## src/hw/axil_io_bridge_config.svh

```systemverilog
`ifndef AXIL_IO_BRIDGE_CONFIG_SVH
`define AXIL_IO_BRIDGE_CONFIG_SVH

// AXI4-Lite byte address width
`define AXIL_ADDR_WIDTH 32

// AXI4-Lite data width, also the I/O bus word
`define AXIL_DATA_WIDTH 32

// Scratch memory depth in words
`define IO_MEM_WORDS 256

// Commands allowed in flight between arbiter and memory
`define IO_OUTSTANDING 4

`endif

```

## src/hw/axil_pkg.sv

```systemverilog
`default_nettype none

`include "axil_io_bridge_config.svh"

package axil_pkg;

  typedef logic [`AXIL_ADDR_WIDTH-1:0]   axil_addr_t;
  typedef logic [`AXIL_DATA_WIDTH-1:0]   axil_data_t;
  typedef logic [`AXIL_DATA_WIDTH/8-1:0] axil_strb_t;

  // Only the two codes this target ever returns
  typedef enum logic [1:0] {
    OKAY   = 2'b00,
    SLVERR = 2'b10
  } axil_resp_e;

  // AW and W joined into one request
  typedef struct packed {
    axil_addr_t addr;
    axil_data_t data;
    axil_strb_t strb;
  } axil_wr_req_s;

  typedef struct packed {
    axil_addr_t addr;
  } axil_rd_req_s;

  typedef struct packed {
    axil_resp_e resp;
  } axil_b_s;

  typedef struct packed {
    axil_data_t data;
    axil_resp_e resp;
  } axil_r_s;

endpackage

`default_nettype wire

```

## src/hw/axil_write_capture.sv

```systemverilog
`default_nettype none

module axil_write_capture
  (input  wire                         clk_i
  , input  wire                        rst_n_i

  , input  axil_pkg::axil_addr_t       s_awaddr_i
  , input  wire                        s_awvalid_i
  , output logic                       s_awready_o

  , input  axil_pkg::axil_data_t       s_wdata_i
  , input  axil_pkg::axil_strb_t       s_wstrb_i
  , input  wire                        s_wvalid_i
  , output logic                       s_wready_o

  , output axil_pkg::axil_resp_e       s_bresp_o
  , output logic                       s_bvalid_o
  , input  wire                        s_bready_i

  , output axil_pkg::axil_wr_req_s     wr_req_o
  , output logic                       wr_req_v_o
  , input  wire                        wr_req_ready_i

  , input  axil_pkg::axil_b_s          b_i
  , input  wire                        b_v_i
  , output logic                       b_ready_o
  );

  import axil_pkg::*;

  logic       aw_full_q;
  logic       w_full_q;
  logic       req_v_q;
  logic       bvalid_q;
  axil_addr_t aw_addr_q;
  axil_data_t w_data_q;
  axil_strb_t w_strb_q;
  axil_b_s    b_q;

  logic aw_fire;
  logic w_fire;
  logic req_fire;

  assign s_awready_o = !aw_full_q;
  assign s_wready_o  = !w_full_q;
  assign aw_fire     = s_awvalid_i && s_awready_o;
  assign w_fire      = s_wvalid_i && s_wready_o;
  assign req_fire    = req_v_q && wr_req_ready_i;

  always_ff @(posedge clk_i)
  begin
    if (!rst_n_i)
    begin
      aw_full_q <= 1'b0;
      w_full_q  <= 1'b0;
      req_v_q   <= 1'b0;
      bvalid_q  <= 1'b0;
    end
    else
    begin
      // Both holding registers free together once the request is taken
      if (req_fire)
      begin
        aw_full_q <= 1'b0;
        w_full_q  <= 1'b0;
        req_v_q   <= 1'b0;
      end
      else
      begin
        if (aw_fire)
          aw_full_q <= 1'b1;
        if (w_fire)
          w_full_q <= 1'b1;
        if (aw_full_q && w_full_q)
          req_v_q <= 1'b1;
      end

      if (b_v_i && b_ready_o)
        bvalid_q <= 1'b1;
      else if (s_bready_i)
        bvalid_q <= 1'b0;
    end
  end

  always_ff @(posedge clk_i)
  begin
    if (aw_fire)
      aw_addr_q <= s_awaddr_i;
    if (w_fire)
    begin
      w_data_q <= s_wdata_i;
      w_strb_q <= s_wstrb_i;
    end
    if (b_v_i && b_ready_o)
      b_q <= b_i;
  end

  assign wr_req_o.addr = aw_addr_q;
  assign wr_req_o.data = w_data_q;
  assign wr_req_o.strb = w_strb_q;
  assign wr_req_v_o    = req_v_q;

  // One B beat buffered at a time
  assign b_ready_o  = !bvalid_q;
  assign s_bvalid_o = bvalid_q;
  assign s_bresp_o  = b_q.resp;

  a_awaddr_stable: assert property (@(posedge clk_i) disable iff (!rst_n_i)
    (s_awvalid_i && !s_awready_o) |=> (s_awvalid_i && $stable(s_awaddr_i)));

endmodule

`default_nettype wire

```

## config.mk

```make
export PLATFORM = sky130hd
export DESIGN_NAME = axil_write_capture
export DESIGN_NICKNAME = d
export VERILOG_FILES = /design/src/hw/axil_pkg.sv /design/src/hw/axil_write_capture.sv
export VERILOG_INCLUDE_DIRS = /design/src /design/src/hw
export SDC_FILE = /design/constraint.sdc
export NUM_CORES = 1
export LEC_CHECK = 0
export ABC_AREA = 1
export BUFFER_PORTS_ARGS = -buffer_cell sky130_fd_sc_hd__buf_2
export CAP_MARGIN = 30
export CORE_MARGIN = 2
export CORE_UTILIZATION = 37
export CTS_CLUSTER_DIAMETER = 150
export DETAILED_ROUTE_END_ITERATION = 8
export PLACE_DENSITY = 0.73
export SKIP_CTS_REPAIR_TIMING = 1
export SLEW_MARGIN = 20
export SYNTH_ARGS = -nofsm -noshare
export SYNTH_HDL_FRONTEND = slang
export SYNTH_SLANG_ARGS = --single-unit
```

## constraint.sdc

```tcl
create_clock -name clk_i -period 2.1 [get_ports clk_i]
set_input_delay 0.105 -clock clk_i [delete_from_list [all_inputs] [get_ports clk_i]]
set_output_delay 0.105 -clock clk_i [all_outputs]
set_load 0.05 [all_outputs]
```

After elaboration in Yosys (flattened, before gate mapping) --
Index checks and enable logic that the tools add are counted.
Storage, ports and cells: output and inout bits 75, register bits after elaboration 74, logic and storage cells 21
Operators by class: bitwise logic cells 1, mux-type cells 2, reduce and logical (&&, ||, !) cells 10
Operators with widths (number):
- $logic_and 1x1->1 | 5
- $logic_not 1->1 | 3
- $mux 1 | 2
- $reduce_bool 2->1 | 1
- $reduce_or 2->1 | 1
- $not 1->1 | 1

Logic depth before layout (Yosys ltp) --
depth in word-level cells 3, gate-level depth with buffers 3, gate-level depth less buffers 3

Least setup slack after synthesis --
OpenSTA, ideal clock, no wires.
path kind register -> register, from register w_full_q, to register w_data_q[0], enable pin, library setup time 430 ps, cell stages (with the launch flop) 2, path buffers 0, path slack -184 ps, clock period less this slack 2284 ps, data required time 1670 ps, arrival 1855 ps, cells stage by stage dfxtp_1 nor2_1
On the way: cells in the longest elaborated chain, start to end 2
Ends and longest elaborated chain:
- start: declaration | line axil_write_capture.sv:32 | logic w_full_q;
- start signal: assignment | line axil_write_capture.sv:55 | w_full_q <= 1'b0;
- start signal: assignment | line axil_write_capture.sv:65 | w_full_q <= 1'b0;
- start signal: assignment | line axil_write_capture.sv:73 | w_full_q <= 1'b1;
- $logic_not 1->1 | line axil_write_capture.sv:45 | assign s_wready_o = !w_full_q;
- $logic_and 1x1->1 | line axil_write_capture.sv:47 | assign w_fire = s_wvalid_i && s_wready_o;
- net w_fire | line axil_write_capture.sv:41 | logic w_fire;
- end signal: assignment | line axil_write_capture.sv:91 | w_data_q <= s_wdata_i;
- end: declaration | line axil_write_capture.sv:36 | axil_data_t w_data_q;
The timed path passes the listed nets, and every way through them passes these cells. A chain may end at the register's enable or synchronous reset.

Worst setup path after layout --
from register w_full_q, to register w_data_q[26], enable pin
Same word-level chain as after synthesis.

==> results_dict.tcl <==
set metrics [dict create \
    drt-pass1-iter-count 4 \
    crit_fanout 36 \
    drc 0 \
    critical_path_depth 2 \
    hp-start "s_bready_i" \
    die-width_um 82.41 \
    holdCritPathClass "primary input to flip-flop" \
    slew-limit-headroom 0.7192 \
    cap_violations 0 \
    cts_max_level 3 \
    final_util 0.6927 \
    worstSkewPairLatency_ns 0.34 \
    viasPerCell 4.309 \
    placed_cell_area_um2 3149 \
    track_usage 0.1381 \
    report.final.slew_viol_count 0 \
    arrival_ns 1.19 \
    top_level_ports 152 \
    path_buf_inv 1 \
    cts_made_buffers 9 \
    synth.avg_cell_area_um2 24.46 \
    whs_path_depth 4 \
    synthCells 93 \
    leakage_nw 1.783 \
    ant_nets 0 \
    finalSetupViolCount 0 \
    period_share 0.5708 \
    worst_pin_slew_ns 0.4211 \
    wl_met2_mm 3.290 \
    max_stage_delay_ns 0.38 \
    hold_end "s_bvalid_o" \
    cts.sinks 74 \
    synth_seq_area_share 0.9593 \
    num_antenna_cells 0 \
    worstPathCellList "nor2_4 -> buf_4" \
    p_per_area_nw_per_um2 891.8 \
    vias 1758 \
    startpoint_type "flip-flop" \
    wl_per_cell_um 15.37 \
    place_hpwl_mm 3.717 \
    drt_wl_total_mm 6.269 \
    die_area_um2 6791 \
    drt_iter0_drc 96 \
    drive_above_1_share 0.5345 \
    finalNonFillerCells 408 \
    area_growth_syn_to_layout_pct 80.31 \
    crit_path_end_kind "flip-flop" \
    highest_layer "met4" \
    ys_types 9 \
    fillers 406 \
    fin_tns_setup_ns 0 \
    fmax_mhz 834.3 \
    status "finished clean" \
    m1WireLength_mm 2.197 \
    final_common_cell "buf_2" \
    dp_cells 321 \
    nets 405 \
    fin_area_um2 4101 \
    rr_endpoint "w_data_q[26]" \
    yosysWarnings 0 \
    row_count 28 \
    fin_crit_ns 1.199 \
    overflow 0 \
    cts_tree "done" \
    crit_type "flip-flop to flip-flop" \
    clk_pin_slew_worst_paths_ns 0.07 \
    grt_pass1_wl_mm 6.520 \
    hold_violations 0 \
    critPathTopFamily "buffers and inverters" \
    dr_wl_met3_um 672 \
    synth_nets 170 \
    die_h_um 82.41 \
    core_area_um2 5921 \
    synth_area_um2 2275 \
    grt_pass1_vias 1376 \
    r2r.worst_path.cells 2 \
    cts-root-buf "clkbuf_8" \
    critPathSlowestCell "buf_4" \
    antenna_found_initial 0 \
    final_cell_mix "151 x buf_2, 71 x dlygate4sd3_1, 70 x edfxtp_1" \
    grt_setup_unrepaired "no" \
    grt_max_degree 37 \
    power.total_mw 3.658 \
    finClkSkew_ns 0.006620 \
    portBuffers 151 \
    globalplace.congestion 0.7278 \
    reg2reg_from "w_full_q" \
    ys_seq_elements 74 \
    ir_drop_uv 474.4 \
    r2r_slack_ns 0.90 \
    start_util 0.3842 \
    cp.required_ns 2.09 \
    clockBufferDepth 2 \
]
==> Yosys cell counts <==
cell       n  area (um^2)
a21oi_2    3        26.28
inv_2      2        7.510
dfxtp_1    4        80.08
nand2_1    2        7.510
a21oi_1    1        5.000
nand2_2    2        12.51
edfxtp_1  70         2102
nor2_1     3        11.26
inv_1      6        22.52
==> per-layer routing <==
metal / global-route usage / vias up
li1: - / 821
met1: 0.1460 / 816
met2: 0.2169 / 109
met3: 0.07609 / 12
met4: 0.08000 / 0
met5: 0 / -
==> report_power, final <==
| group | internal (mW) | total [mW] | switching [mW] |
|---|---|---|---|
| clock | 0.788 | 1.29 | 0.502 |
| combinational | 0.201 | 0.624 | 0.422 |
| sequential | 1.72 | 1.74 | 0.0252 |
| total | 2.71 | 3.66 | 0.950 |
==> kinds of logic (layout without fill, tap and decap cells) <==
family	Yosys count	count (layout)	share of synthesized area
flops	74	74	0.9593
buf+inv	8	248	0.01320
simple gates	7	7	0.01375
compound gates	4	4	0.01375
==> registers in the layout, indices dropped and copies added (netlist names) <==
register / flops
s_bvalid_o: 1
aw_full_q: 1
wr_req_v_o: 1
w_full_q: 1
s_bresp_o: 2
aw_addr_q: 32
w_strb_q: 4
w_data_q: 32
==> cell type report <==
class / instances / area, um^2 / area share
inverters: 8 / 30.03 / 0.007322
clock inverters: 7 / 117.6 / 0.02868
well taps: 75 / 93.84 / 0.02288
flip-flops and latches: 74 / 2182 / 0.5320
clock buffers: 9 / 123.9 / 0.03020
repair buffers: 224 / 1481 / 0.3612
multi-input cells: 11 / 72.57 / 0.01769
==> per-stage QoR <==
stage	hold WS [ns]	setup slack [ns]
floorplan	0.2039	0.002488
global placement	0.2809	0.9365
detailed placement	0.2832	0.9016
CTS	-0.07790	0.8933
global route	0.02100	0.8394
finish	0.02513	0.9013
==> tightest hold or removal path, cell delays in order <==
cell and delay, ns:
buf_2 0.07, inv_1 0.03, nand2_1 0.06, a21oi_2 0.05
==> worst max-delay path by stage <==
stage / start / to / slack [ns]
floorplan: aw_full_q / aw_addr_q[0] / 0.002
global placement: w_full_q / w_data_q[15] / 0.94
detailed placement: w_full_q / w_data_q[10] / 0.90
CTS: w_full_q / w_data_q[12] / 0.89
global route: w_full_q / w_data_q[26] / 0.84
finish: w_full_q / w_data_q[26] / 0.90
Power figures use the tool's default switching activity.
