<file path="config.mk">
export PLATFORM = sky130hd
export DESIGN_NAME = io_cmd_arbiter
export DESIGN_NICKNAME = d
export VERILOG_FILES = /design/src/hw/axil_pkg.sv /design/src/hw/io_bus_pkg.sv /design/src/hw/io_cmd_arbiter.sv
export VERILOG_INCLUDE_DIRS = /design/src /design/src/hw
export SDC_FILE = /design/constraint.sdc
export NUM_CORES = 1
export LEC_CHECK = 0
export BUFFER_PORTS_ARGS = -buffer_cell sky130_fd_sc_hd__buf_2
export CAP_MARGIN = 15
export CORE_AREA = 3 3 96 98
export DETAILED_ROUTE_END_ITERATION = 7
export DIE_AREA = 0 0 99 101
export SYNTH_ARGS = -nofsm -noshare
export SYNTH_HDL_FRONTEND = slang
export SYNTH_SLANG_ARGS = --single-unit
</file>
<file path="constraint.sdc">
create_clock -name clk_i -period 3.3 [get_ports clk_i]
set_input_delay 0.33 -clock clk_i [delete_from_list [all_inputs] [get_ports clk_i]]
set_output_delay 0.33 -clock clk_i [all_outputs]
set_load 0.1 [all_outputs]
</file>
<file path="src/hw/axil_io_bridge_config.svh">
`ifndef AXIL_IO_BRIDGE_CONFIG_SVH
`define AXIL_IO_BRIDGE_CONFIG_SVH

// AXI4-Lite byte address width
`define AXIL_ADDR_WIDTH 32

// AXI4-Lite data width, also the I/O bus word
`define AXIL_DATA_WIDTH 32

// Scratch memory depth in words
`define IO_MEM_WORDS 256

// Commands allowed in flight between arbiter and memory
`define IO_OUTSTANDING 4

`endif

</file>
<file path="src/hw/axil_pkg.sv">
`default_nettype none

`include "axil_io_bridge_config.svh"

package axil_pkg;

  typedef logic [`AXIL_ADDR_WIDTH-1:0]   axil_addr_t;
  typedef logic [`AXIL_DATA_WIDTH-1:0]   axil_data_t;
  typedef logic [`AXIL_DATA_WIDTH/8-1:0] axil_strb_t;

  // Only the two codes this target ever returns
  typedef enum logic [1:0] {
    OKAY   = 2'b00,
    SLVERR = 2'b10
  } axil_resp_e;

  // AW and W joined into one request
  typedef struct packed {
    axil_addr_t addr;
    axil_data_t data;
    axil_strb_t strb;
  } axil_wr_req_s;

  typedef struct packed {
    axil_addr_t addr;
  } axil_rd_req_s;

  typedef struct packed {
    axil_resp_e resp;
  } axil_b_s;

  typedef struct packed {
    axil_data_t data;
    axil_resp_e resp;
  } axil_r_s;

endpackage

`default_nettype wire

</file>
<file path="src/hw/io_bus_pkg.sv">
`default_nettype none

`include "axil_io_bridge_config.svh"

package io_bus_pkg;

  typedef logic [`AXIL_ADDR_WIDTH-1:0] io_addr_t;
  typedef logic [`AXIL_DATA_WIDTH-1:0] io_data_t;

  // Uncached accesses only
  typedef enum logic {
    uc_rd = 1'b0,
    uc_wr = 1'b1
  } io_msg_e;

  // Bytes touched, counted from the low lane
  typedef enum logic [1:0] {
    size_1 = 2'd0,
    size_2 = 2'd1,
    size_4 = 2'd2
  } io_size_e;

  typedef struct packed {
    io_msg_e  msg_type;
    io_size_e size;
    io_addr_t addr;
  } io_cmd_hdr_s;

  // err covers any out of range access
  typedef struct packed {
    io_msg_e msg_type;
    logic    err;
  } io_resp_hdr_s;

endpackage

`default_nettype wire

</file>
<file path="src/hw/io_cmd_arbiter.sv">
`default_nettype none

`include "axil_io_bridge_config.svh"

module io_cmd_arbiter
  (input  wire                         clk_i
  , input  wire                        rst_n_i

  , input  axil_pkg::axil_wr_req_s     wr_req_i
  , input  wire                        wr_req_v_i
  , output logic                       wr_req_ready_o

  , input  axil_pkg::axil_rd_req_s     rd_req_i
  , input  wire                        rd_req_v_i
  , output logic                       rd_req_ready_o

  , output axil_pkg::axil_b_s          b_o
  , output logic                       b_v_o
  , input  wire                        b_ready_i

  , output axil_pkg::axil_r_s          r_o
  , output logic                       r_v_o
  , input  wire                        r_ready_i

  , output io_bus_pkg::io_cmd_hdr_s    io_cmd_hdr_o
  , output io_bus_pkg::io_data_t       io_cmd_data_o
  , output logic                       io_cmd_v_o
  , input  wire                        io_cmd_ready_i

  , input  io_bus_pkg::io_resp_hdr_s   io_resp_hdr_i
  , input  io_bus_pkg::io_data_t       io_resp_data_i
  , input  wire                        io_resp_v_i
  , output logic                       io_resp_ready_o
  );

  import axil_pkg::*;
  import io_bus_pkg::*;

  localparam int depth_lp = `IO_OUTSTANDING;
  localparam int ptr_w_lp = (depth_lp > 1) ? $clog2(depth_lp) : 1;
  localparam int cnt_w_lp = $clog2(depth_lp + 1);

  // Source of each command in flight, 1 for a write
  logic                src_wr_q [depth_lp];
  logic [ptr_w_lp-1:0] wr_ptr_q;
  logic [ptr_w_lp-1:0] rd_ptr_q;
  logic [cnt_w_lp-1:0] count_q;
  logic                prio_wr_q;

  logic fifo_full;
  logic sel_wr;
  logic push;
  logic pop;
  logic head_wr;

  assign fifo_full = (count_q == cnt_w_lp'(depth_lp));

  // Write wins when it holds priority or the read is idle
  assign sel_wr = wr_req_v_i && (prio_wr_q || !rd_req_v_i);

  assign io_cmd_v_o     = (wr_req_v_i || rd_req_v_i) && !fifo_full;
  assign wr_req_ready_o = sel_wr && !fifo_full && io_cmd_ready_i;
  assign rd_req_ready_o = !sel_wr && !fifo_full && io_cmd_ready_i;
  assign push           = io_cmd_v_o && io_cmd_ready_i;

  always_comb
  begin
    io_cmd_hdr_o.msg_type = sel_wr ? uc_wr : uc_rd;
    io_cmd_hdr_o.addr     = sel_wr ? wr_req_i.addr : rd_req_i.addr;
    io_cmd_data_o         = sel_wr ? wr_req_i.data : '0;
    io_cmd_hdr_o.size     = size_4;
    if (sel_wr)
    begin
      case (wr_req_i.strb)
        axil_strb_t'('h1): io_cmd_hdr_o.size = size_1;
        axil_strb_t'('h3): io_cmd_hdr_o.size = size_2;
        default:           io_cmd_hdr_o.size = size_4;
      endcase
    end
  end

  // Responses come back in command order
  assign head_wr         = src_wr_q[rd_ptr_q];
  assign b_v_o           = io_resp_v_i && head_wr;
  assign r_v_o           = io_resp_v_i && !head_wr;
  assign io_resp_ready_o = head_wr ? b_ready_i : r_ready_i;
  assign pop             = io_resp_v_i && io_resp_ready_o;

  assign b_o.resp = io_resp_hdr_i.err ? SLVERR : OKAY;
  assign r_o.resp = io_resp_hdr_i.err ? SLVERR : OKAY;
  assign r_o.data = io_resp_data_i;

  always_ff @(posedge clk_i)
  begin
    if (!rst_n_i)
    begin
      wr_ptr_q  <= '0;
      rd_ptr_q  <= '0;
      count_q   <= '0;
      prio_wr_q <= 1'b1;
    end
    else
    begin
      if (push)
      begin
        wr_ptr_q  <= (wr_ptr_q == ptr_w_lp'(depth_lp - 1)) ? '0 : wr_ptr_q + 1'b1;
        prio_wr_q <= !sel_wr;
      end
      if (pop)
        rd_ptr_q <= (rd_ptr_q == ptr_w_lp'(depth_lp - 1)) ? '0 : rd_ptr_q + 1'b1;
      if (push && !pop)
        count_q <= count_q + 1'b1;
      else if (pop && !push)
        count_q <= count_q - 1'b1;
    end
  end

  always_ff @(posedge clk_i)
  begin
    if (push)
      src_wr_q[wr_ptr_q] <= sel_wr;
  end

  a_no_pop_empty: assert property (@(posedge clk_i) disable iff (!rst_n_i)
    pop |-> (count_q != '0));

  a_resp_matches_head: assert property (@(posedge clk_i) disable iff (!rst_n_i)
    io_resp_v_i |-> ((io_resp_hdr_i.msg_type == uc_wr) == head_wr));

endmodule

`default_nettype wire

</file>
== Yosys cells after proc, flatten, opt, wreduce, memory -nomap -nowiden ==
Memory sizes are Yosys's and may differ from the RTL's. A register that Yosys moved wholly into a read port is not among the register bits.
Cells that the tools add are included.
Storage, ports and cells
  RAM bits: 4
  memories: 1
  register bits after elaboration: 8
  input port bits: 142
  word-level logic and storage cells: 50
  output and inout bits: 109
Memory list
  src_wr_q: words 4, bits a word 1, rd ports 1, clocked after memory_dff 1, write ports 1, line io_cmd_arbiter.sv:44  | logic src_wr_q [depth_lp];
Cells by class
  muxes and demuxes: 15
  reductions and logical operators: 21
  eq/ne operators: 5
  add/subtract/negate cells: 4
Operators with widths (number)
  32-bit 2-to-1 mux: 2
  1-bit logical AND: 12
  2-bit 2-to-1 mux: 6
  1-bit logical NOT: 6
  3-bit 2-to-1 mux: 2
  2-bit by 1-bit adder with 2-bit output (second input constant): 2
  2-bit == test (second input constant): 2
  4-bit by 1-bit == test with 1-bit output (second input constant): 1
  4-bit by 2-bit == test with 1-bit output (second input constant): 1
  1-bit 2-to-1 mux: 4
  2-bit one-hot mux with 2 select lines: 1
  3-bit by 1-bit adder with 3-bit output (second input constant): 1
  3-bit == test (second input constant): 1
  3-bit by 1-bit subtractor with 3-bit output (second input constant): 1
  1-bit logical OR: 2
  2-bit nonzero test: 1

== Depth between registers and ports, before layout ==
  word-level depth: 8
  gate-level depth with buffers: 10
  mapped depth without buffers: 10

== Worst setup path after synthesis ==
OpenSTA, ideal clock, no wires.
  path type: input to output
  start: input wr_req_v_i
  end: output io_cmd_hdr_o[32] (netlist name)
  arrival: 3.192 ns
  data required time: 2.970 ns
  path slack: -0.222 ns
  buffers on the path: 1
  stages: 4
  cells stage by stage: a21boi_1 -> buf_2 -> nand3_1 -> nor2_1
RTL lines
  start: declaration: line io_cmd_arbiter.sv:10  | , input wire wr_req_v_i
  end: declaration: line io_cmd_arbiter.sv:25  | , output io_bus_pkg::io_cmd_hdr_s io_cmd_hdr_o

==> run metrics <==
cts hold-fix bufs 0; wire per inst around 14 um; total global-route track usage 0.1042; Cell Pwr Density 519.2 nW/um2; Synth Instances ~180; Overall Power around 0.0012 W; Post-CTS Resized 0; Synth cell types 27; core area roughly 8600 um2; Worst-Margin Slew 0.6777 ns; static leakage between 1 and 1.5 nW; die height between 100 and 150 um; dominant synthesized flop cell dfxtp_1; Final ANT Viol Nets 0; via count between 1500 and 2000; DR pass1 iterations 4; RePlAce Congestion a little under 0.8; clk_lat worst skew between 0.2 and 0.3 ns; Critical R2R Capture count_q[2]; synthesized flop and latch total 14; vias in the first global route between 1500 and 2000; average cell area after synthesis ~9 um2; Worst Setup End Kind flop; n_diodes 0; Via density 3.970; clock tree buffer depth 2; final clock skew 0.004469 ns; # port buffers 180; critical hold path startpoint rst_n_i; Die Area 9999 um2; total CTS buffers 3; Seq/Total Area, Yosys 0.2000; part of the cycle the worst path needs 0.7830; critical path class flop to flop; Post-synth EDFFs 4; Max-Cap Viols 0; fin crit period 2.584 ns; Synth Warn # 0; largest net degree at the start of global routing 73; CTS tree yes; RR Startpoint src_wr_q[0]; Hold Path Sink prio_wr_q; total grt overflow 0; die width slightly below 100 um; Final Instance Count excl. Fillers 430; startpoint types flop; DP Cell Count approximately 430; H-tree depth 1; Syn-to-layout area delta 49.53%; CP Max Fanout 3; CTS sink cnt 14; Slew Limit Fails 0; setup slack, reg-to-reg 0.72 ns; Reg2Reg Depth 10; Worst-path clk slew approximately 0.06 ns; first-pass GRT wire length ~8300 um; Nets around 470; WP data required 3.48 ns; Routed Wire Length approximately 5800 um; Starting Density 0.1873; GRT met2 Usage 0.1710; Residual DRC 0; unrepaired setup endpoints after global routing no; setup_tns 0 ns; Synth async-reset ratio 0; Worst Hold Depth 2; Max Fclk slightly below 400 MHz; share of layout cells above drive strength 1 0.6863; Clk Tree Root Cell clkbuf_8; Peak VDD IR approximately 0.26 mV; global routing usage on met3 0.02768; Post-DP HPWL 5149 um; Most Used Layer, Global Route met2; Setup Fix Bufs, Post-CTS 0; Iteration-0 DRC Markers 23; cell row count 34; Crit path arrival time between 2 and 3 ns; status complete, no violations; Setup-failing EPs final 0; initial antenna violation count 0; max_slew headroom 0.5482; GR Util met1 0.1295; Syn Std Cell Area around 1600 um2; worst min-delay path class input pin to flop; final number of hold-violating endpoints 0; IO Pins 251
[cell usage in the layout, fill, tap and decap left out]
cell type / n
a21boi_0: 1
a21boi_4: 1
and2_1: 37
and2_2: 1
buf_2: 180
buf_4: 1
clkbuf_8: 3
clkinv_1: 1
conb_1: 2
dfxtp_1: 10
edfxtp_1: 4
fa_1: 1
ha_1: 6
inv_1: 8
mux2_2: 32
mux2i_1: 6
mux4_2: 1
nand2_1: 4
nand2b_1: 1
nand3_1: 1
nor2_1: 9
nor2_2: 1
nor2b_1: 4
nor3b_1: 1
nor3b_2: 1
o21ai_0: 2
or3_1: 1
xnor2_1: 1
xor2_1: 1
[layout make-up]
cell class	instances	area, um2
clock buffers	3	41.29
clock inverters	1	3.754
fillers	943	6156
inverters	8	30.03
multi-input cells	115	955.9
flip-flops and latches	14	320.3
well taps	108	135.1
repair buffers	181	908.4
[where the power goes]
group          switching (W)  internal [W]  total (W)  leakage, nW
clock network      0.0000630     0.0000825   0.000146       0.0231
logic               0.000677      0.000196   0.000874         1.17
registers          0.0000206      0.000204   0.000224        0.119
total               0.000761      0.000483    0.00124         1.31
[synthesized netlist by cell type, drive strengths merged (4+ instances only)]
cell,instances,share of area
mux2i,6,0.038
inv,8,0.019
dfxtp,10,0.12
nand2,4,0.0094
edfxtp,4,0.075
nor2,10,0.023
clkbuf,4,0.0094
nor2b,4,0.016
mux2,32,0.23
buf,41,0.19
and2,38,0.15
ha,6,0.047
[routing by layer]
| metal | up-vias | part of all wire |
|---|---|---|
| met5 | - | 0 |
| met4 | 0 | 0.019 |
| met3 | 19 | 0.092 |
| met2 | 100 | 0.49 |
| met1 | 762 | 0.40 |
| li1 | 826 | - |
[through the flow]
| step | setup slack, ns | util | hold WS [ns] | area, um2 |
|---|---|---|---|---|
| 2_1_floorplan | 0.2229 | - | 0.4539 | 1608 |
| 4_1_cts | 0.6930 | 0.2801 | 0.3692 | 2395 |
| 6_report | 0.7161 | 0.2801 | 0.3754 | 2395 |
| 3_5_place_dp | 0.7076 | 0.2748 | 0.4860 | 2350 |
| 5_1_grt | 0.5049 | 0.2801 | 0.3839 | 2395 |
| 3_3_place_gp | 0.8002 | 0.2748 | 0.4723 | 2350 |
[worst max-delay path, cell delays in order, from the launching register on]
cell and delay [ns]:
edfxtp_1 0.37, mux4_2 0.50, mux2i_1 0.20, nor2_1 0.11
inv_1 0.07, ha_1 0.18, inv_1 0.06, fa_1 0.38
xor2_1 0.16, or3_1 0.31, a21boi_0 0.16
[how the worst max path moves through the flow]
stage | startpoint | endpoint | slack (ns)
2_1_floorplan | wr_req_v_i | io_cmd_hdr_o[32] | 0.22
3_5_place_dp | src_wr_q[0] | count_q[2] | 0.71
5_1_grt | src_wr_q[3] | count_q[2] | 0.50
6_report | src_wr_q[0] | count_q[2] | 0.72
3_3_place_gp | flop | count_q[2] | 0.80
4_1_cts | src_wr_q[0] | count_q[2] | 0.69
[logic make-up after synthesis]
kind of cell,Yosys count,share of synthesized area
adder cells (fa/ha/maj),7,0.05937
AO/OA/AOI/OAI,4,0.01563
multiplexers,39,0.2766
flip-flops,14,0.2000
XOR/XNOR,2,0.01094
other,1,0.002342
AND/OR/NAND/NOR,61,0.2211
buffers and inverters,53,0.2141
No activity file was read; power rests on OpenSTA's default activity.
