File: config.mk
export PLATFORM = sky130hd
export DESIGN_NAME = axil_read_capture
export DESIGN_NICKNAME = d
export VERILOG_FILES = /design/src/hw/axil_pkg.sv /design/src/hw/axil_read_capture.sv
export VERILOG_INCLUDE_DIRS = /design/src /design/src/hw
export SDC_FILE = /design/constraint.sdc
export NUM_CORES = 1
export LEC_CHECK = 0
export BUFFER_PORTS_ARGS = -buffer_cell sky130_fd_sc_hd__buf_4
export CORE_MARGIN = 1
export CORE_UTILIZATION = 40
export DETAILED_ROUTE_END_ITERATION = 7
export PLACE_DENSITY = 0.87
export REMOVE_ABC_BUFFERS = 1
export SLEW_MARGIN = 0
export SYNTH_ARGS = -nofsm -noshare
export SYNTH_HDL_FRONTEND = slang
export SYNTH_SLANG_ARGS = --single-unit
File: constraint.sdc
create_clock -name clk_i -period 3.3 [get_ports clk_i]
set_input_delay 0.66 -clock clk_i [delete_from_list [all_inputs] [get_ports clk_i]]
set_output_delay 0.66 -clock clk_i [all_outputs]
set_load 0.01 [all_outputs]
File: src/hw/axil_io_bridge_config.svh
`ifndef AXIL_IO_BRIDGE_CONFIG_SVH
`define AXIL_IO_BRIDGE_CONFIG_SVH

// AXI4-Lite byte address width
`define AXIL_ADDR_WIDTH 32

// AXI4-Lite data width, also the I/O bus word
`define AXIL_DATA_WIDTH 32

// Scratch memory depth in words
`define IO_MEM_WORDS 256

// Commands allowed in flight between arbiter and memory
`define IO_OUTSTANDING 4

`endif

File: src/hw/axil_pkg.sv
`default_nettype none

`include "axil_io_bridge_config.svh"

package axil_pkg;

  typedef logic [`AXIL_ADDR_WIDTH-1:0]   axil_addr_t;
  typedef logic [`AXIL_DATA_WIDTH-1:0]   axil_data_t;
  typedef logic [`AXIL_DATA_WIDTH/8-1:0] axil_strb_t;

  // Only the two codes this target ever returns
  typedef enum logic [1:0] {
    OKAY   = 2'b00,
    SLVERR = 2'b10
  } axil_resp_e;

  // AW and W joined into one request
  typedef struct packed {
    axil_addr_t addr;
    axil_data_t data;
    axil_strb_t strb;
  } axil_wr_req_s;

  typedef struct packed {
    axil_addr_t addr;
  } axil_rd_req_s;

  typedef struct packed {
    axil_resp_e resp;
  } axil_b_s;

  typedef struct packed {
    axil_data_t data;
    axil_resp_e resp;
  } axil_r_s;

endpackage

`default_nettype wire

File: src/hw/axil_read_capture.sv
`default_nettype none

module axil_read_capture
  (input  wire                         clk_i
  , input  wire                        rst_n_i

  , input  axil_pkg::axil_addr_t       s_araddr_i
  , input  wire                        s_arvalid_i
  , output logic                       s_arready_o

  , output axil_pkg::axil_data_t       s_rdata_o
  , output axil_pkg::axil_resp_e       s_rresp_o
  , output logic                       s_rvalid_o
  , input  wire                        s_rready_i

  , output axil_pkg::axil_rd_req_s     rd_req_o
  , output logic                       rd_req_v_o
  , input  wire                        rd_req_ready_i

  , input  axil_pkg::axil_r_s          r_i
  , input  wire                        r_v_i
  , output logic                       r_ready_o
  );

  import axil_pkg::*;

  logic       ar_full_q;
  logic       req_v_q;
  logic       rvalid_q;
  axil_addr_t ar_addr_q;
  axil_r_s    r_q;

  logic ar_fire;

  assign s_arready_o = !ar_full_q;
  assign ar_fire     = s_arvalid_i && s_arready_o;

  always_ff @(posedge clk_i)
  begin
    if (!rst_n_i)
    begin
      ar_full_q <= 1'b0;
      req_v_q   <= 1'b0;
      rvalid_q  <= 1'b0;
    end
    else
    begin
      if (req_v_q && rd_req_ready_i)
      begin
        ar_full_q <= 1'b0;
        req_v_q   <= 1'b0;
      end
      else if (ar_fire)
        ar_full_q <= 1'b1;
      else if (ar_full_q)
        req_v_q <= 1'b1;

      if (r_v_i && r_ready_o)
        rvalid_q <= 1'b1;
      else if (s_rready_i)
        rvalid_q <= 1'b0;
    end
  end

  always_ff @(posedge clk_i)
  begin
    if (ar_fire)
      ar_addr_q <= s_araddr_i;
    if (r_v_i && r_ready_o)
      r_q <= r_i;
  end

  assign rd_req_o.addr = ar_addr_q;
  assign rd_req_v_o    = req_v_q;

  assign r_ready_o  = !rvalid_q;
  assign s_rvalid_o = rvalid_q;
  assign s_rdata_o  = r_q.data;
  assign s_rresp_o  = r_q.resp;

  a_rvalid_held: assert property (@(posedge clk_i) disable iff (!rst_n_i)
    (s_rvalid_o && !s_rready_i) |=> (s_rvalid_o && $stable(s_rdata_o)));

endmodule

`default_nettype wire

; ---- Word level (Yosys, flattened, before mapping)
; Index checks and enable logic that the tools add are counted.
[totals]
word_cells = 18
reg_bits = 69
ram_bits = 0
latchBits = 0
mem_bits_ro = 0
memories = 0
[classes]
div_mod_pow = 0
magnitude_cmp = 0
n_eq_ne = 0
bitwise = 2
n_mux = 2
n_reduce_logical = 8
shifts = 0
n_addsub = 0
multipliers = 0
[ops]
columns = cell, n
row1 = 1-bit logical AND, 3
row2 = 1-bit zero test, 2
row3 = 1-bit 2-to-1 mux, 2
row4 = 1-bit inverter, 2
row5 = 2-bit AND reduction, 1
row6 = 2-bit nonzero test, 1
row7 = 2-bit OR reduction, 1

; ---- Longest topological paths before layout
; Gate-level depths: netlist (run 1).
[logic_depth]
ltp_word = 4
depth_mapped = 2
ltp_nobuf = 2

; ---- Least setup slack after synthesis (run 1)
; Ideal clock, no wire load.
[synth_path]
path_type = input port to flip-flop
from = in r_v_i
to = reg r_q, in the netlist s_rdata_o[0] (enable)
n_path_buf = 0
t_arrival_ns = 2.224
setup_ns = 0.431
required_ns = 2.869
setup_slack_ns = 0.645
stages = 1
path_cell_list = nor2b_1
[synth_between]
elab_chain_len = 1
[synth_lines]
columns = element, line
row1 = "start, declared", axil_read_capture.sv:21  ; , input wire r_v_i
row2 = 1-bit logical AND, axil_read_capture.sv:69  ; if (r_v_i && r_ready_o)
row3 = "end signal, assigned", axil_read_capture.sv:70  ; r_q <= r_i;
row4 = "end, declared", axil_read_capture.sv:31  ; axil_r_s r_q;
; Every way passes these cells.
; A chain may end at the register's enable or synchronous reset.

; ---- Worst setup path after layout (run 1)
[layout_path]
from = reg rvalid_q, in the netlist s_rvalid_o
to = out r_ready_o
[layout_between]
elab_chain_len = 1
[layout_lines]
columns = element, line
row1 = "start, declared", axil_read_capture.sv:29  ; logic rvalid_q;
row2 = "start signal, assigned", axil_read_capture.sv:44  ; rvalid_q <= 1'b0;
row3 = "start signal, assigned", axil_read_capture.sv:59  ; rvalid_q <= 1'b1;
row4 = "start signal, assigned", axil_read_capture.sv:61  ; rvalid_q <= 1'b0;
row5 = 1-bit zero test, axil_read_capture.sv:76  ; assign r_ready_o = !rvalid_q;
row6 = "end, declared", axil_read_capture.sv:22  ; , output logic r_ready_o
; Every way passes these cells.

==> results.cfg, run 1 <==
[cells_and_area]
syn_to_final_growth_pct = 64.9
layout-drive-gt1-share_pct = 67.4
antenna_cells = 0
fin_cells = 306
fin_util_pct = 68.3
final_nets = 303

[worst_setup_path]
critPathRequiredTime_ns = 2.64
reg2reg_from = s_rvalid_o
r2r-end = s_rdata_o[21]
crit_chain = inv_1, buf_4
end_kind = output port
path_max_fanout = 4
critPathLaunchType = register
ff2ff_path_depth = 1
max_stage_delay_ns = 0.41
critical_path_class = reg -> out
crit_slowest_cell = dfxtp_1
reg2reg_slack_ns = 1.84
cp.arrival_ns = 0.94

[power_and_ir_drop]
pwr-share-seq_pct = 55.2
power_w = 0.00189
vdd_drop_max_uv = 335
switching_share_pct = 19.5
power.density_mw_per_mm2 = 544
p_leak_nw = 1.47
clockPowerShare_pct = 34.3
p_comb_share_pct = 10.5
p_switching_w = 0.000367
power.internal_w = 0.00152

[synth]
yosysMostFrequentCell = edfxtp_1
synth-edff-count = 66
synth_common_cells = edfxtp_1 (66), dfxtp_1 (3), nor2b_1 (3), o21a_1 (3), inv_1 (2)
synthFlopType = edfxtp_1
synth_sequential_area_ratio_pct = 97.1
synth_top_area_share_pct = 94.3
syn_area_mm2 = 0.00210
syn_avg_cell_area_um2 = 26.9
yosysWarnings = 0
ys_ff_latch = 69
synth_area_leaders = edfxtp_1 (94%), dfxtp_1 (2.9%), o21a_1 (1.1%)
synth_cell_types = 6
yosys.area.top_type = edfxtp_1
async_flop_share_pct = 0
syn_inst = 78

[floorplanning]
pin_count = 142
core_mm2 = 0.00507
die_w_um = 74.5
initial_core_util_pct = 41.4
dieArea_mm2 = 0.00555
die_y_um = 74.5
rows = 26

[detailed_routing]
ant_nets = 0
viasPerCell = 4.34
drt_iter0_drc = 58
vias = 1327
totalWireLength_mm = 4.33
first_pass_iters = 4
drc = 0
wire_per_inst_um = 14.1

[grt]
grt_pass1_wl_mm = 5.71
use_met1_pct = 12.6
grt_max_degree = 36
grt_antenna_before_repair = 0
overflow = 0
use_met3_pct = 10.7
met2_usage_pct = 25.9
busiest_layer = met2
track_usage_pct = 15.6
grt_pass1_vias = 1283

[sta]
worstMarginPinSlew_ns = 0.884
skew_ns = 0.00569
rsz0062_at_grt = no
setup_viol = 0
setup_tns_ns = 0
post-route-min-period_ns = 1.60
hold_viol_final = 0
maxSlewHeadroom_pct = 40.9
maxSlewViolCount = 0
fmaxAchievable_ghz = 0.626
fin_crit_sh_pct = 48.4

[clock_tree]
cts_tree = done
clockBufferDepth = 2
postCtsSetupBuffers = 0
clkLatencyLatePin_ns = 0.32
cts_root_buf = clkbuf_8
cts_buffers = 9
cts_hold_buf = 0
clock_sinks = 69
clkTransAtPathRegs_ns = 0.06
post_cts_resized = 0
htreeDepth = 3

[placed_design]
io_buffers = 141
placed_cells = 290
place_congestion = 0.725

[hold_path]
holdPathStages = 1
hold_path.class = in -> reg
holdPathEnd = s_rdata_o[3]
min_from = r_i[5]

[status]
status = complete, no violations

[run]
maxCapViolCount = 0
-- how the worst max path moves through the flow --
stage / slack, ns / to / start
5_1_grt: 1.64 / r_ready_o / s_rvalid_o
6_report: 1.70 / r_ready_o / s_rvalid_o
3_3_place_gp: 1.47 / s_rdata_o[10] / r_v_i
4_1_cts: 1.67 / r_ready_o / s_rvalid_o
2_1_floorplan: 0.65 / s_rdata_o[0] / r_v_i
3_5_place_dp: 1.42 / s_rdata_o[10] / r_v_i
-- area by class of cell --
cell class	count	area (um2)
sequential	69	2040
timing repair buffer	142	1070
tap	70	87.6
clock buffer	16	200
multi-input combinational	7	62.6
inverter	2	7.51
fill	349	1610
-- sequential cells by signal, indices dropped and copies added, names as in the netlist --
name / flops
rd_req_v_o: 1
s_rvalid_o: 1
ar_full_q: 1
rd_req_o: 32
s_rdata_o: 32
s_rresp_o: 2
-- power by group through the flow --
stage,registers (W),logic (W),clock network (W)
after floorplan,0.00109,0.0000226,0
after global routing,0.00105,0.000211,0.000701
final,0.00104,0.000198,0.000646
after global placement,0.00106,0.000194,0
after CTS,0.00104,0.000200,0.000667
after detailed placement,0.00106,0.000201,0
-- worst max-delay path: cells and delay by family, from the launching register on --
family	cells	cell delay, ns
buf+inv	2	0.20
flops	1	0.41
-- cell usage in the layout, fill, tap and decap left out, drive strengths merged --
master and n:
buf 142, edfxtp 66, clkbuf 16, o21a 3, dfxtp 3, nor2b 3
inv 2, a21boi 1
-- layer usage --
metal | up-vias | wire length, um
li1 | 613 | -
met1 | 602 | 1320
met2 | 104 | 2170
met3 | 8 | 729
met4 | 0 | 106
met5 | - | 0
-- per-stage QoR --
stage | setup WS [ns] | cell area, um2 | hold slack [ns]
2_1_floorplan | 0.645 | 2100 | 0.472
5_1_grt | 1.64 | 3470 | 0.480
3_5_place_dp | 1.42 | 3270 | 0.511
4_1_cts | 1.67 | 3470 | 0.486
3_3_place_gp | 1.47 | 3270 | 0.504
6_report | 1.70 | 3470 | 0.507
-- kinds of logic after synthesis --
group	synth area share, %
compound gates	1.61
buf+inv	0.357
flops	97.1
simple gates	0.893
Note: power is estimated with default switching activity, not from simulation.
==> run 2: changes to the inputs <==
CORE_UTILIZATION = 37   (was 40)
PLACE_DENSITY = 0.85   (was 0.87)
clock period = 1.3 ns   (was 3.3 ns; I/O delays follow)
==> results.cfg, run 2 (same netlist as run 1, synthesis figures left out) <==
[placed_design]
placed_cells = 294
place_congestion = 0.733
io_buffers = 141
dp_slack_ns = 0.245

[sta]
setup_viol = 0
postLayoutSetupSlackWorst_ns = 0.132
hold_viol_final = 0
maxSlewHeadroom_pct = 88.2
worstMarginPinSlew_ns = 0.176
skew_ns = 0.00787
fmaxAchievable_ghz = 0.856
rsz0062_at_grt = no
fin_crit_sh_pct = 89.9
post-route-min-period_ns = 1.17
maxSlewViolCount = 0
fin_hold_ws_ns = 0.101

[cells_and_area]
antenna_cells = 0
syn_to_final_growth_pct = 65.8
fin_cells = 310
final_nets = 305
layout_common_cells = buf_4 (142), edfxtp_1 (66), clkbuf_8 (9)
final_common_cell = buf_4
layout-drive-gt1-share_pct = 67.6
fin_util_pct = 63.3

[grt]
overflow = 0
grt_pass1_vias = 1277
track_usage_pct = 14.5
grt_pass1_wl_mm = 6.12
grt_max_degree = 33
grt_antenna_before_repair = 0

[clock_tree]
cts_hold_buf = 0
clockBufferDepth = 2
clock_sinks = 69
post_cts_resized = 0
postCtsSetupBuffers = 0
cts_buffers = 9
clkLatencyLatePin_ns = 0.33
htreeDepth = 3
cts_tree = done
cts_root_buf = clkbuf_8
clkTransAtPathRegs_ns = 0.07

[detailed_routing]
first_pass_iters = 4
drc = 0
vias = 1337
totalWireLength_mm = 4.33
drt_iter0_drc = 37
viasPerCell = 4.31
wire_per_inst_um = 14.0
ant_nets = 0

[worst_setup_path]
ff2ff_path_depth = 2
reg2reg_slack_ns = 0.25
critical_path_class = reg -> out
critPathLaunchType = register
end_kind = output port
cp.arrival_ns = 0.91
r2r-end = s_rdata_o[3]
reg2reg_from = s_rvalid_o
critPathRequiredTime_ns = 1.04
path_max_fanout = 4

[floorplanning]
rows = 27
die_w_um = 77.4
initial_core_util_pct = 38.2
pin_count = 142
dieArea_mm2 = 0.00599
core_mm2 = 0.00551
die_y_um = 77.4

[power_and_ir_drop]
p_leak_nw = 1.48
vdd_drop_max_uv = 881
power.density_mw_per_mm2 = 1360

[status]
status = complete, no violations

[hold_path]
holdPathEnd = s_rdata_o[30]
holdPathStages = 1
hold_path.class = in -> reg
min_from = r_i[32]

[run]
maxCapViolCount = 0
-- run 2: metal layers --
metal / share of wire, % / track usage, %
met5: 0 / 0
met4: 2.7 / 9.25
met3: 14 / 9.18
met2: 52 / 24.0
met1: 31 / 13.2
-- run 2: layout make-up --
cell class / count / area, um2
clock buffers: 10 / 128
clock inverters: 6 / 53.8
fillers: 403 / 2020
inverters: 2 / 7.51
multi-input cells: 7 / 57.6
flip-flops and latches: 69 / 2040
well taps: 72 / 90.1
repair buffers: 144 / 1110
-- run 2: critical path: stages (launching register included) --
cell and delay, ns:
dfxtp_1 0.39, inv_1 0.06, buf_4 0.14
-- run 2: stage by stage --
stage,total power [W],instance area [um2],setup TNS (ns)
after floorplan,0.00282,2100,-65.62
final,0.00474,3480,0
after detailed placement,0.00322,3300,0
after global routing,0.00491,3480,0
after CTS,0.00480,3480,0
after global placement,0.00320,3300,0
-- run 2: worst max-delay path by stage --
stage               startpoint       endpoint  slack, ns
floorplan           s_rvalid_o   s_rdata_o[0]      -1.05
global placement         r_v_i  s_rdata_o[12]       0.25
detailed placement       r_v_i   s_rdata_o[8]       0.24
CTS                  ar_full_q    s_arready_o       0.11
global route        s_rvalid_o      r_ready_o       0.07
finish               ar_full_q    s_arready_o       0.13
-- run 2: power breakdown --
group / switching, W / total [W] / leakage, nW / internal (W)
combinational: 0.000213 / 0.000526 / 0.726 / 0.000313
sequential: 0.0000399 / 0.00264 / 0.657 / 0.00260
clock: 0.000712 / 0.00158 / 0.0972 / 0.000866
